## config.mk

```make
export PLATFORM = sky130hd
export DESIGN_NAME = vlsu_top
export DESIGN_NICKNAME = d
export VERILOG_FILES = /design/src/design/vlsu_op_pkg.sv /design/src/design/vlsu_bus_pkg.sv /design/src/design/vlsu_top.sv /design/src/design/vlsu_vrf_seq.sv /design/src/design/vlsu_mem_seq.sv /design/src/design/vlsu_reorder_buffer.sv /design/src/design/vlsu_req_ctrl.sv
export VERILOG_INCLUDE_DIRS = /design/src /design/src/design
export SDC_FILE = /design/constraint.sdc
export NUM_CORES = 1
export LEC_CHECK = 0
export BUFFER_PORTS_ARGS = -buffer_cell sky130_fd_sc_hd__buf_4
export CAP_MARGIN = 20
export CORE_ASPECT_RATIO = 1.75
export CORE_MARGIN = 4
export CORE_UTILIZATION = 53
export DETAILED_ROUTE_END_ITERATION = 12
export HOLD_SLACK_MARGIN = 0.08
export PLACE_DENSITY = 0.88
export SLEW_MARGIN = 15
export SYNTH_ARGS = -nofsm -noshare
export SYNTH_HDL_FRONTEND = slang
export SYNTH_SLANG_ARGS = --single-unit
```

## constraint.sdc

```tcl
create_clock -name clk_i -period 4.6 [get_ports clk_i]
set_clock_uncertainty 0.1 [all_clocks]
set_input_delay 0.92 -clock clk_i [delete_from_list [all_inputs] [get_ports clk_i]]
set_output_delay 0.92 -clock clk_i [all_outputs]
set_load 0.02 [all_outputs]
```

## src/design/vlsu_defs.svh

```systemverilog
// Vector load/store unit constants
// Bus widths, reorder buffer depth and vector register size
`ifndef VLSU_DEFS_SVH
`define VLSU_DEFS_SVH

// Memory address width
`define VLSU_ADDR_W 32

// Data word width, one word per beat
`define VLSU_WORD_W 32

// Vector length and byte count width
`define VLSU_VL_W 9

// Outstanding tags in the reorder buffer
`define VLSU_ROB_DEPTH 8

// Log2 of the words held by one vector register
`define VLSU_VREG_WORDS_LOG 3

// Register file word address width
`define VLSU_VRF_ADDR_W 8

`endif
```

## src/design/vlsu_op_pkg.sv

```systemverilog
// Request side types of the vector load/store unit
// Operations, element widths, incoming requests and decoded jobs
`include "vlsu_defs.svh"

package vlsu_op_pkg;

  typedef logic [`VLSU_ADDR_W-1:0] addr_t;
  typedef logic [`VLSU_VL_W-1:0]   vl_t;
  typedef logic [4:0]              vreg_idx_t;

  typedef enum logic {
    OP_LOAD  = 1'b0,
    OP_STORE = 1'b1
  } vlsu_op_e;

  // Element width, log2 of the element size in bytes
  typedef enum logic [1:0] {
    EW_8  = 2'd0,
    EW_16 = 2'd1,
    EW_32 = 2'd2
  } vsew_e;

  typedef struct packed {
    vlsu_op_e  op;
    vreg_idx_t vd;
    addr_t     rs1;
    vl_t       vl;
    vsew_e     vsew;
  } vlsu_req_t;

  // Accepted request with vl already turned into bytes
  typedef struct packed {
    vlsu_op_e  op;
    vreg_idx_t vd;
    addr_t     base;
    vl_t       nbytes;
  } vlsu_job_t;

endpackage

```

## src/design/vlsu_bus_pkg.sv

```systemverilog
// Bus records of the vector load/store unit
// Memory requests and results, register file writes and strobe helper
`include "vlsu_defs.svh"

package vlsu_bus_pkg;

  typedef logic [`VLSU_WORD_W-1:0]            word_t;
  typedef logic [`VLSU_WORD_W/8-1:0]          strb_t;
  typedef logic [$clog2(`VLSU_ROB_DEPTH)-1:0] tag_t;
  typedef logic [`VLSU_VRF_ADDR_W-1:0]        vrf_addr_t;

  typedef struct packed {
    tag_t               tag;
    vlsu_op_pkg::addr_t addr;
    logic               we;
    strb_t              strb;
    word_t              wdata;
    logic               last;
  } mem_req_t;

  // Load data coming back, possibly out of order
  typedef struct packed {
    tag_t  tag;
    word_t rdata;
  } mem_result_t;

  typedef struct packed {
    vrf_addr_t addr;
    word_t     data;
    strb_t     be;
  } vrf_wr_t;

  // Byte enables for the low min(4, remaining) bytes of a word
  function automatic strb_t low_strb(vlsu_op_pkg::vl_t remaining);
    strb_t strb;
    for (int k = 0; k < $bits(strb_t); k++) begin
      strb[k] = remaining > vlsu_op_pkg::vl_t'(k);
    end
    return strb;
  endfunction

endpackage

```

## src/design/vlsu_top.sv

```systemverilog
// Vector load/store unit top level
// Request control, reorder buffer and the memory and register file sequencers
`timescale 1ns/1ps

module vlsu_top (
  input  logic                      clk_i,
  input  logic                      rst_i,
  input  vlsu_op_pkg::vlsu_req_t    req_i,
  input  logic                      req_valid_i,
  output logic                      req_ready_o,
  output vlsu_bus_pkg::mem_req_t    mem_req_o,
  output logic                      mem_valid_o,
  input  logic                      mem_ready_i,
  input  vlsu_bus_pkg::mem_result_t mem_result_i,
  input  logic                      mem_result_valid_i,
  output vlsu_bus_pkg::vrf_wr_t     vrf_wr_o,
  output logic                      vrf_we_o,
  input  logic                      vrf_wvalid_i,
  output vlsu_bus_pkg::vrf_addr_t   vrf_raddr_o,
  output logic                      vrf_re_o,
  input  vlsu_bus_pkg::word_t       vrf_rdata_i,
  input  logic                      vrf_rvalid_i
);

  vlsu_op_pkg::vlsu_job_t job;
  vlsu_bus_pkg::tag_t     alloc_tag;
  vlsu_bus_pkg::word_t    head_data;
  vlsu_bus_pkg::word_t    append_data;
  logic                   start;
  logic                   active;
  logic                   mem_busy;
  logic                   vrf_busy;
  logic                   rob_full;
  logic                   alloc;
  logic                   append;
  logic                   head_valid;
  logic                   mem_pop;
  logic                   vrf_pop;

  vlsu_req_ctrl u_req_ctrl (
    .clk_i      (clk_i),
    .rst_i      (rst_i),
    .req_i      (req_i),
    .req_valid_i(req_valid_i),
    .req_ready_o(req_ready_o),
    .mem_busy_i (mem_busy),
    .vrf_busy_i (vrf_busy),
    .job_o      (job),
    .start_o    (start),
    .active_o   (active)
  );

  // Loads pop from the register file side, stores from the memory side
  vlsu_reorder_buffer u_rob (
    .clk_i        (clk_i),
    .rst_i        (rst_i),
    .start_i      (start),
    .alloc_i      (alloc),
    .alloc_tag_o  (alloc_tag),
    .fill_i       (mem_result_valid_i),
    .fill_tag_i   (mem_result_i.tag),
    .fill_data_i  (mem_result_i.rdata),
    .append_i     (append),
    .append_data_i(append_data),
    .head_valid_o (head_valid),
    .head_data_o  (head_data),
    .pop_i        (mem_pop | vrf_pop),
    .full_o       (rob_full)
  );

  vlsu_mem_seq u_mem_seq (
    .clk_i       (clk_i),
    .rst_i       (rst_i),
    .job_i       (job),
    .start_i     (start),
    .active_i    (active),
    .full_i      (rob_full),
    .alloc_o     (alloc),
    .alloc_tag_i (alloc_tag),
    .head_valid_i(head_valid),
    .head_data_i (head_data),
    .pop_o       (mem_pop),
    .mem_req_o   (mem_req_o),
    .mem_valid_o (mem_valid_o),
    .mem_ready_i (mem_ready_i),
    .busy_o      (mem_busy)
  );

  vlsu_vrf_seq u_vrf_seq (
    .clk_i        (clk_i),
    .rst_i        (rst_i),
    .job_i        (job),
    .start_i      (start),
    .active_i     (active),
    .full_i       (rob_full),
    .head_valid_i (head_valid),
    .head_data_i  (head_data),
    .pop_o        (vrf_pop),
    .append_o     (append),
    .append_data_o(append_data),
    .vrf_wr_o     (vrf_wr_o),
    .vrf_we_o     (vrf_we_o),
    .vrf_wvalid_i (vrf_wvalid_i),
    .vrf_raddr_o  (vrf_raddr_o),
    .vrf_re_o     (vrf_re_o),
    .vrf_rdata_i  (vrf_rdata_i),
    .vrf_rvalid_i (vrf_rvalid_i),
    .busy_o       (vrf_busy)
  );

endmodule

```

## src/design/vlsu_vrf_seq.sv

```systemverilog
// Register file sequencer of the vector load/store unit
// Drains load words into registers in order, reads store words into the buffer
`timescale 1ns/1ps
`include "vlsu_defs.svh"

module vlsu_vrf_seq (
  input  logic                   clk_i,
  input  logic                   rst_i,
  input  vlsu_op_pkg::vlsu_job_t job_i,
  input  logic                   start_i,
  input  logic                   active_i,
  input  logic                   full_i,
  input  logic                   head_valid_i,
  input  vlsu_bus_pkg::word_t    head_data_i,
  output logic                   pop_o,
  output logic                   append_o,
  output vlsu_bus_pkg::word_t    append_data_o,
  output vlsu_bus_pkg::vrf_wr_t  vrf_wr_o,
  output logic                   vrf_we_o,
  input  logic                   vrf_wvalid_i,
  output vlsu_bus_pkg::vrf_addr_t vrf_raddr_o,
  output logic                   vrf_re_o,
  input  vlsu_bus_pkg::word_t    vrf_rdata_i,
  input  logic                   vrf_rvalid_i,
  output logic                   busy_o
);

  vlsu_op_pkg::vl_t        done_q;
  vlsu_op_pkg::vl_t        remaining;
  vlsu_op_pkg::vl_t        step;
  vlsu_bus_pkg::vrf_addr_t vreg_addr;
  logic                    is_load;
  logic                    pending;
  logic                    beat;

  assign is_load   = job_i.op == vlsu_op_pkg::OP_LOAD;
  assign remaining = job_i.nbytes - done_q;
  assign step      = (remaining < vlsu_op_pkg::vl_t'(4)) ? remaining : vlsu_op_pkg::vl_t'(4);
  assign pending   = active_i & ~start_i & (remaining != '0);
  assign busy_o    = active_i & (remaining != '0);

  // vd * 8 + word index, long vectors spill into the next registers
  assign vreg_addr = {job_i.vd, {`VLSU_VREG_WORDS_LOG{1'b0}}}
                   + vlsu_bus_pkg::vrf_addr_t'(done_q >> 2);

  ////////////////////////////////////////
  // Load drain and store fetch
  ////////////////////////////////////////

  assign vrf_we_o      = pending & is_load & head_valid_i;
  assign vrf_wr_o.addr = vreg_addr;
  assign vrf_wr_o.data = head_data_i;
  assign vrf_wr_o.be   = vlsu_bus_pkg::low_strb(remaining);
  assign pop_o         = vrf_we_o & vrf_wvalid_i;

  // Stop reading while the buffer has no room
  assign vrf_re_o      = pending & ~is_load & ~full_i;
  assign vrf_raddr_o   = vreg_addr;
  assign append_o      = vrf_re_o & vrf_rvalid_i;
  assign append_data_o = vrf_rdata_i;

  assign beat = pop_o | append_o;

  always_ff @(posedge clk_i) begin
    if (rst_i || start_i) begin
      done_q <= '0;
    end else if (beat) begin
      done_q <= done_q + step;
    end
  end

endmodule

```

## src/design/vlsu_mem_seq.sv

```systemverilog
// Memory sequencer of the vector load/store unit
// Walks the job one word per beat and issues tagged loads or strobed stores
`timescale 1ns/1ps

module vlsu_mem_seq (
  input  logic                   clk_i,
  input  logic                   rst_i,
  input  vlsu_op_pkg::vlsu_job_t job_i,
  input  logic                   start_i,
  input  logic                   active_i,
  input  logic                   full_i,
  output logic                   alloc_o,
  input  vlsu_bus_pkg::tag_t     alloc_tag_i,
  input  logic                   head_valid_i,
  input  vlsu_bus_pkg::word_t    head_data_i,
  output logic                   pop_o,
  output vlsu_bus_pkg::mem_req_t mem_req_o,
  output logic                   mem_valid_o,
  input  logic                   mem_ready_i,
  output logic                   busy_o
);

  vlsu_op_pkg::vl_t done_q;
  vlsu_op_pkg::vl_t remaining;
  vlsu_op_pkg::vl_t step;
  logic             is_load;
  logic             last;
  logic             pending;
  logic             xfer;

  assign is_load   = job_i.op == vlsu_op_pkg::OP_LOAD;
  assign remaining = job_i.nbytes - done_q;
  assign last      = remaining <= vlsu_op_pkg::vl_t'(4);
  assign step      = last ? remaining : vlsu_op_pkg::vl_t'(4);
  // Counter is only fresh after the start cycle
  assign pending   = active_i & ~start_i & (remaining != '0);

  // Loads need a free tag, stores need the head word
  assign mem_valid_o = pending & (is_load ? ~full_i : head_valid_i);
  assign xfer        = mem_valid_o & mem_ready_i;
  assign alloc_o     = xfer & is_load;
  assign pop_o       = xfer & ~is_load;
  assign busy_o      = active_i & (remaining != '0);

  ////////////////////////////////////////
  // Request fields
  ////////////////////////////////////////

  always_comb begin
    // Write pointer moves with store appends, so stores carry tag 0
    mem_req_o.tag   = is_load ? alloc_tag_i : '0;
    mem_req_o.addr  = job_i.base + vlsu_op_pkg::addr_t'(done_q);
    mem_req_o.we    = ~is_load;
    mem_req_o.strb  = vlsu_bus_pkg::low_strb(remaining);
    mem_req_o.wdata = is_load ? '0 : head_data_i;
    mem_req_o.last  = last;
  end

  // Byte counter, beat n sits at base + 4n
  always_ff @(posedge clk_i) begin
    if (rst_i || start_i) begin
      done_q <= '0;
    end else if (xfer) begin
      done_q <= done_q + step;
    end
  end

endmodule

```

## src/design/vlsu_reorder_buffer.sv

```systemverilog
// Reorder buffer of the vector load/store unit
// Hands out tags, takes fills in any order and drains them in tag order
`timescale 1ns/1ps
`include "vlsu_defs.svh"

module vlsu_reorder_buffer (
  input  logic                clk_i,
  input  logic                rst_i,
  input  logic                start_i,
  input  logic                alloc_i,
  output vlsu_bus_pkg::tag_t  alloc_tag_o,
  input  logic                fill_i,
  input  vlsu_bus_pkg::tag_t  fill_tag_i,
  input  vlsu_bus_pkg::word_t fill_data_i,
  input  logic                append_i,
  input  vlsu_bus_pkg::word_t append_data_i,
  output logic                head_valid_o,
  output vlsu_bus_pkg::word_t head_data_o,
  input  logic                pop_i,
  output logic                full_o
);

  vlsu_bus_pkg::tag_t                   wptr_q;
  vlsu_bus_pkg::tag_t                   rptr_q;
  logic [$clog2(`VLSU_ROB_DEPTH+1)-1:0] used_q;
  logic [`VLSU_ROB_DEPTH-1:0]           valid_q;
  vlsu_bus_pkg::word_t                  data_q [`VLSU_ROB_DEPTH];
  logic                                 push;

  // A load tag or a store word both take the next entry
  assign push = alloc_i | append_i;

  assign alloc_tag_o  = wptr_q;
  assign head_valid_o = valid_q[rptr_q];
  assign head_data_o  = data_q[rptr_q];
  assign full_o       = used_q == `VLSU_ROB_DEPTH;

  ////////////////////////////////////////
  // Pointers and entry state
  ////////////////////////////////////////

  always_ff @(posedge clk_i) begin
    if (rst_i || start_i) begin
      wptr_q  <= '0;
      rptr_q  <= '0;
      used_q  <= '0;
      valid_q <= '0;
    end else begin
      // Pointers wrap with the 3-bit tag
      if (push) begin
        wptr_q <= wptr_q + 1'b1;
      end
      if (pop_i) begin
        rptr_q <= rptr_q + 1'b1;
      end
      if (push && !pop_i) begin
        used_q <= used_q + 1'b1;
      end else if (pop_i && !push) begin
        used_q <= used_q - 1'b1;
      end
      // Popped entry is never the one being filled
      if (pop_i) begin
        valid_q[rptr_q] <= 1'b0;
      end
      if (fill_i) begin
        valid_q[fill_tag_i] <= 1'b1;
      end
      if (append_i) begin
        valid_q[wptr_q] <= 1'b1;
      end
    end
  end

  always_ff @(posedge clk_i) begin
    if (fill_i) begin
      data_q[fill_tag_i] <= fill_data_i;
    end
    if (append_i) begin
      data_q[wptr_q] <= append_data_i;
    end
  end

endmodule

```

## src/design/vlsu_req_ctrl.sv

```systemverilog
// Request control of the vector load/store unit
// Accepts one request, turns vl into a byte count and waits for both sequencers
`timescale 1ns/1ps

module vlsu_req_ctrl (
  input  logic                   clk_i,
  input  logic                   rst_i,
  input  vlsu_op_pkg::vlsu_req_t req_i,
  input  logic                   req_valid_i,
  output logic                   req_ready_o,
  input  logic                   mem_busy_i,
  input  logic                   vrf_busy_i,
  output vlsu_op_pkg::vlsu_job_t job_o,
  output logic                   start_o,
  output logic                   active_o
);

  typedef enum logic [1:0] {
    IDLE,
    START,
    RUN
  } state_e;

  state_e                 state_q, state_d;
  vlsu_op_pkg::vlsu_job_t job_q;
  vlsu_op_pkg::vl_t       nbytes;
  logic                   accept;
  logic                   new_job;

  assign accept  = req_valid_i & req_ready_o;
  // Zero length requests never leave IDLE
  assign new_job = accept & (nbytes != '0);

  // Bytes = vl << vsew
  always_comb begin
    case (req_i.vsew)
      vlsu_op_pkg::EW_8:  nbytes = req_i.vl;
      vlsu_op_pkg::EW_16: nbytes = req_i.vl << 1;
      vlsu_op_pkg::EW_32: nbytes = req_i.vl << 2;
      default:            nbytes = '0;
    endcase
  end

  ////////////////////////////////////////
  // Job FSM
  ////////////////////////////////////////

  always_comb begin
    state_d = state_q;
    case (state_q)
      IDLE: begin
        if (new_job) begin
          state_d = START;
        end
      end
      START: state_d = RUN;
      RUN: begin
        if (!mem_busy_i && !vrf_busy_i) begin
          state_d = IDLE;
        end
      end
      default: state_d = IDLE;
    endcase
  end

  always_ff @(posedge clk_i) begin
    if (rst_i) begin
      state_q <= IDLE;
    end else begin
      state_q <= state_d;
    end
  end

  always_ff @(posedge clk_i) begin
    if (new_job) begin
      job_q.op     <= req_i.op;
      job_q.vd     <= req_i.vd;
      job_q.base   <= req_i.rs1;
      job_q.nbytes <= nbytes;
    end
  end

  assign job_o       = job_q;
  assign start_o     = state_q == START;
  assign active_o    = state_q != IDLE;
  assign req_ready_o = ~active_o;

endmodule

```

After elaboration in Yosys (flattened, before gate mapping)
Memories as Yosys holds them, arrays and structs flattened. A register that Yosys moved wholly into a read port is not among the register bits.
Cells that the tools add are included.
{"block": "op_classes", "add_sub_neg": 10, "order_cmp": 16, "n_eq_ne": 7, "n_mux": 30, "bitwise": 28, "n_reduce_logical": 19}
{"cell": "8-bit 2-to-1 mux", "n": 5}
{"cell": "9-bit by 1-bit greater-than comparator with 1-bit output, second input constant", "n": 4}
{"cell": "9-bit by 2-bit greater-than comparator with 1-bit output, second input constant", "n": 4}
{"cell": "32-bit by 9-bit adder with 32-bit output", "n": 1}
{"cell": "32-bit 2-to-1 mux", "n": 1}
{"cell": "9-bit one-hot mux with 3 select lines", "n": 1}
{"cell": "9-bit nonzero test", "n": 3}
{"cell": "9-bit adder", "n": 2}
{"cell": "9-bit 2-to-1 mux", "n": 2}
{"cell": "9-bit subtractor", "n": 2}
{"cell": "1-bit bitwise AND", "n": 17}
{"cell": "8-bit bitwise OR", "n": 2}
{"cell": "3-bit by 4-bit less-than comparator with 1-bit output, second input constant", "n": 3}
{"cell": "1-bit demux with 3-bit select", "n": 3}
{"cell": "3-bit by 1-bit greater-or-equal comparator with 1-bit output, second input constant", "n": 3}
{"cell": "9-bit by 3-bit <= comparator with 1-bit output, second input constant", "n": 1}
{"cell": "9-bit by 3-bit less-than comparator with 1-bit output, second input constant", "n": 1}
{"cell": "1-bit 2-to-1 mux", "n": 9}
{"cell": "3-bit 2-to-1 mux", "n": 3}
{"cell": "8-bit by 7-bit adder with 8-bit output", "n": 1}
{"cell": "8-bit bitwise AND", "n": 1}
{"cell": "4-bit 2-to-1 mux", "n": 2}
{"cell": "8-bit NOT", "n": 1}
{"cell": "3-bit by 1-bit adder with 3-bit output, second input constant", "n": 2}
{"cell": "17 further kinds", "n": 36}
{"block": "word_totals", "reg_bits": 85, "ramBits": 256, "in_bits": 123, "wordCells": 122, "memories": 1}
{"memory": "u_rob.data_q", "depth": 8, "word_bits": 32, "rd": 1, "rd_ports_with_merged_regs": 1, "write_ports": 2, "line": "vlsu_reorder_buffer.sv:27", "text": "vlsu_bus_pkg::word_t data_q [`VLSU_ROB_DEPTH];"}

Longest topological paths before layout
{"block": "logic_depth", "depth_word": 15, "mapped_depth": 20, "ltp_nobuf": 20}

By module
A second synthesis with hierarchy kept.
{"block": "hier_totals", "cells_unflattened": 1449, "area_unflattened_um2": 20044.2}
{"module": "vlsu_reorder_buffer", "n_inst": 1, "cells_per_inst": 781, "area_each_um2": 13978.4, "seq_area_each_um2": 8107.8}
{"module": "vlsu_mem_seq", "n_inst": 1, "cells_per_inst": 316, "area_each_um2": 2331.0, "seq_area_each_um2": 180.2}
{"module": "vlsu_vrf_seq", "n_inst": 1, "cells_per_inst": 250, "area_each_um2": 1943.1, "seq_area_each_um2": 180.2}
{"module": "vlsu_req_ctrl", "n_inst": 1, "cells_per_inst": 101, "area_each_um2": 1785.5, "seq_area_each_um2": 1451.4}
{"module": "vlsu_top", "n_inst": 1, "cells_per_inst": 1, "area_each_um2": 6.3, "seq_area_each_um2": 0.0}

Worst setup path before layout
No wires, ideal clock.
{"block": "synth_timing", "kind": "input -> register", "start": "input req_i[0] (netlist name)", "end": "register u_req_ctrl.job_q, in the netlist u_req_ctrl.job_o[0], enable pin", "arrival_ns": 4.004, "path_slack_ns": 0.027, "path_stages": 6, "path_buffers": 1, "path_cell_list": "clkbuf_1 > mux2i_1 > o21ai_0 > nor2_1 > nor4b_1 > a21oi_1"}
{"block": "synth_between", "elab_chain_len": 4, "word_cells_on_any_way": 6}
{"element": "start, declared", "line": "vlsu_top.sv:8", "text": "input vlsu_op_pkg::vlsu_req_t req_i,"}
{"element": "2-bit equality test (tied with other cells)", "line": "vlsu_req_ctrl.sv:36", "text": "case (req_i.vsew)"}
{"element": "9-bit one-hot mux with 3 select lines (*)", "line": "vlsu_req_ctrl.sv:36"}
{"element": "net u_req_ctrl.nbytes[8]", "line": "vlsu_req_ctrl.sv:26", "text": "vlsu_op_pkg::vl_t nbytes;"}
{"element": "9-bit nonzero test (*)", "line": "vlsu_req_ctrl.sv:32", "text": "assign new_job = accept & (nbytes != '0);"}
{"element": "1-bit bitwise AND (*)", "line": "vlsu_req_ctrl.sv:32"}
{"element": "net u_req_ctrl.new_job", "line": "vlsu_req_ctrl.sv:28", "text": "logic new_job;"}
{"element": "end, declared", "line": "vlsu_req_ctrl.sv:25", "text": "vlsu_op_pkg::vlsu_job_t job_q;"}
The timed path passes the listed nets; every way through them passes the cells marked *.
A chain may end at the register's enable or synchronous reset.

Final worst setup path
{"block": "layout_timing", "start": "register u_req_ctrl.job_q, in the netlist u_req_ctrl.job_o[0]", "end": "output mem_valid_o"}
{"block": "layout_between", "elab_chain_len": 4}
{"element": "9-bit subtractor", "line": "vlsu_mem_seq.sv:32", "text": "assign remaining = job_i.nbytes - done_q;"}
{"element": "9-bit nonzero test", "line": "vlsu_mem_seq.sv:36", "text": "assign pending = active_i & ~start_i & (remaining != '0);"}
{"element": "1-bit bitwise AND", "line": "vlsu_mem_seq.sv:36"}
{"element": "1-bit bitwise AND", "line": "vlsu_mem_seq.sv:39", "text": "assign mem_valid_o = pending & (is_load ? ~full_i : head_valid_i);"}
{"element": "end, declared", "line": "vlsu_top.sv:12", "text": "output logic mem_valid_o,"}
Every way passes these cells.

==> metrics.txt <==
status complete, no violations; multi-input logic area 9660 um2; dpl cell area 22600 um2; Required @ worst endpoint 3.58 ns; final instance area ~24000 um2; nets 1811; global-route wire length before repair roughly 78 mm; Netlist cell types 73; hold_buf cts 0; dpl cells ~2100; FF+latch count, synth between 300 and 400; Overflow after GRT 0; Die Ht 266 um; met1 Use GR 0.260; CTS tree done; Avg Cell Area, Syn 14.7 um2; # DRC 0; most used flip-flop cell after synthesis edfxtp_1; Hold Fails Final Rpt 0; Core ar. approximately 38000 um2; maximum clock path buffer count 3; Setup crit start kind flip-flop; # fillers 2684; placed wire-length estimate 33.6 mm; Net Sw Power 0.00178 W; Cell Int Power 0.00561 W; clk_lat worst skew 0.53 ns; Chip Width approximately 160 um; cell with the most instances after synthesis edfxtp_1; critical path's largest stage delay 0.42 ns; crit share post-route 0.969; combinational power share 0.133; first-pass iteration count of the detailed router 7; Max Freq ~0.22 GHz; final hold slack 0.393 ns; largest net degree at the start of global routing 36; Sequential Power Share 0.484; Detail Route Antenna Nets 0; CP top delay family simple AND/OR/NAND/NOR gates; CTS root buffer clkbuf_16; Synth top area share 0.451; cell area power density around 310 nW/um2; peak supply drop 0.000364 V; Buf/Inv on CP 3; critical path fanouts, max 6; Final setup viols 0; Post-synth EDFFs between 300 and 400; DR iter-0 viols 808; antenna violations before repair 6; global placement routability congestion 0.950; Pleak between 9 and 10 nW; routed vias/inst ~6; Synth top cells by count edfxtp_1, mux2_4, mux4_2, nor2_1; vias in the first global route 13891; post-DR wirelength/cell roughly 24 um; synthesized cell area 20200 um2; die area between 40000 and 50000 um2; Port Buf Inserts 251; share of post-route cells with drive strength above 1 0.449; Starting Density 0.536; Crit Path Category flip-flop to primary output; Cells after Synth 1368; Final Critical Period 4.46 ns; area occupied by registers between 9000 and 10000 um2; Switching Fraction 0.241; R2R setup slack 0.18 ns; clock slew seen by the registers of the worst setup and hold paths about 0.070 ns; GRT busiest layer met2; CTS H-tree lvls 2; met3 usage 0.0385; Worst Setup End Kind primary output; row count 94; HP Class flip-flop to flip-flop; clock share of power 0.383; M2 GR Usage 0.462; Final Non-Filler Cells 2142; post-synthesis sequential area ratio 0.492; most area-hungry cell type in the Yosys netlist edfxtp_1; Worst Tran Pin Value 1.11 ns; ys async rst share 0; Slowest-stage cell, CP edfxtp_1; cts bufs inserted 34; Final Max Slew Viols 0; Ys Warns 0; CP Data Arrival Time 3.44 ns; normalized max-slew margin 0.258; Routed WL 51.1 mm; crit-path cells inv_2 -> ha_1 -> inv_1 -> fa_1 -> a21o_1 -> a21oi_1 -> or3_1 -> o211ai_1 -> nand4b_1 -> or2_2 -> and2_1 -> buf_4; gr usage total 0.243; Ports 252; largest cells by area after synthesis edfxtp_1, mux2_4, mux4_2, dfxtp_1, ha_1; max cap viols 0; Pwr Total 0.00740 W; clk sinks between 300 and 400; via count 12863; area growth from synthesis to layout 18.5%
==> worst reg2reg max path: cells and delay by family (launching register included) <==
family / cells / cell delay, ns
flip-flops: 1 / 0.42
adder cells (fa/ha/maj): 3 / 0.86
AO/OA/AOI/OAI: 8 / 1.50
buffers and inverters: 2 / 0.16
AND/OR/NAND/NOR: 5 / 1.24
==> timing repair <==
| action | 4_1_cts | 5_1_grt |
|---|---|---|
| setup endpoints to repair | 7 | 18 |
| pin swaps | 0 | 7 |
| setup buffers | 0 | 6 |
| resized for setup | 4 | 17 |
==> state kept, by name (all words and copies together) (netlist names), named ones only <==
name,count
u_rob.valid_q,8
u_vrf_seq.done_q,8
u_rob.data_q,256
u_rob.rptr_q,3
u_rob.used_q,4
u_rob.alloc_tag_o,3
u_mem_seq.done_q,8
u_req_ctrl.state_q,2
u_req_ctrl.job_o,47
==> per-stage QoR <==
step	util	setup WS (ns)	setup TNS, ns
global placement	0.601	0.197	0
finish	0.635	0.145	0
detailed placement	0.601	0.0684	0
floorplan	-	0.0273	0
global route	0.635	-0.0375	-0.0375
CTS	0.631	0.0389	0
==> layout by cell type, fill, tap and decap left out, drive strengths merged, types with 28 or more instances in the layout <==
cell	instances
a21oi	52
and2	37
buf	295
clkbuf	44
dfxtp	41
edfxtp	303
ha	50
inv	55
mux2	288
mux4	65
nand2	42
nor2	65
o21ai	29
xnor2	28
==> final timing paths <==
kind | startpoint | endpoint | cells after the start
setup / recovery | u_req_ctrl.job_o[0] | mem_valid_o | 12
hold / removal | u_rob.used_q[3] | u_rob.used_q[3] | 2
setup reg to reg | u_req_ctrl.job_o[0] | u_mem_seq.done_q[5] | 18
hold reg to reg | u_rob.used_q[3] | u_rob.used_q[3] | 2
==> power by group through the flow <==
| stage | Sequential, W | Combinational [W] | Clock, W |
|---|---|---|---|
| after floorplan | 0.00363 | 0.000591 | 0 |
| after global placement | 0.00363 | 0.000916 | 0 |
| after detailed placement | 0.00364 | 0.000954 | 0 |
| after CTS | 0.00358 | 0.000963 | 0.00288 |
| after global routing | 0.00359 | 0.00105 | 0.00301 |
| final | 0.00358 | 0.000982 | 0.00283 |
==> per-layer routing <==
layer | wire [um] | vias up
met5 | 0 | -
met4 | 2240 | 0
met3 | 3380 | 150
met2 | 28300 | 562
met1 | 17200 | 6407
li1 | - | 5744
==> area by class of cell <==
cell class,count,share of cell area
Clock inverter,17,0.00749
Timing Repair Buffer,295,0.100
Inverter,51,0.00801
Multi-Input combinational cell,905,0.404
Tap cell,480,0.0251
Clock buffer,44,0.0390
Sequential cell,344,0.416
Antenna cell,6,0.000628
==> cell families (layout without fill, tap and decap cells) <==
logic type | after synthesis | in the layout | synth area share
flops | 344 | 344 | 0.492
fa+ha+maj | 57 | 57 | 0.0380
simple gates | 257 | 257 | 0.0738
xor+xnor | 52 | 52 | 0.0226
compound gates | 164 | 164 | 0.0532
buf+inv | 128 | 407 | 0.0360
other cells | 1 | 16 | 0.000186
mux | 365 | 365 | 0.284
(Power assumes the default switching activity.)
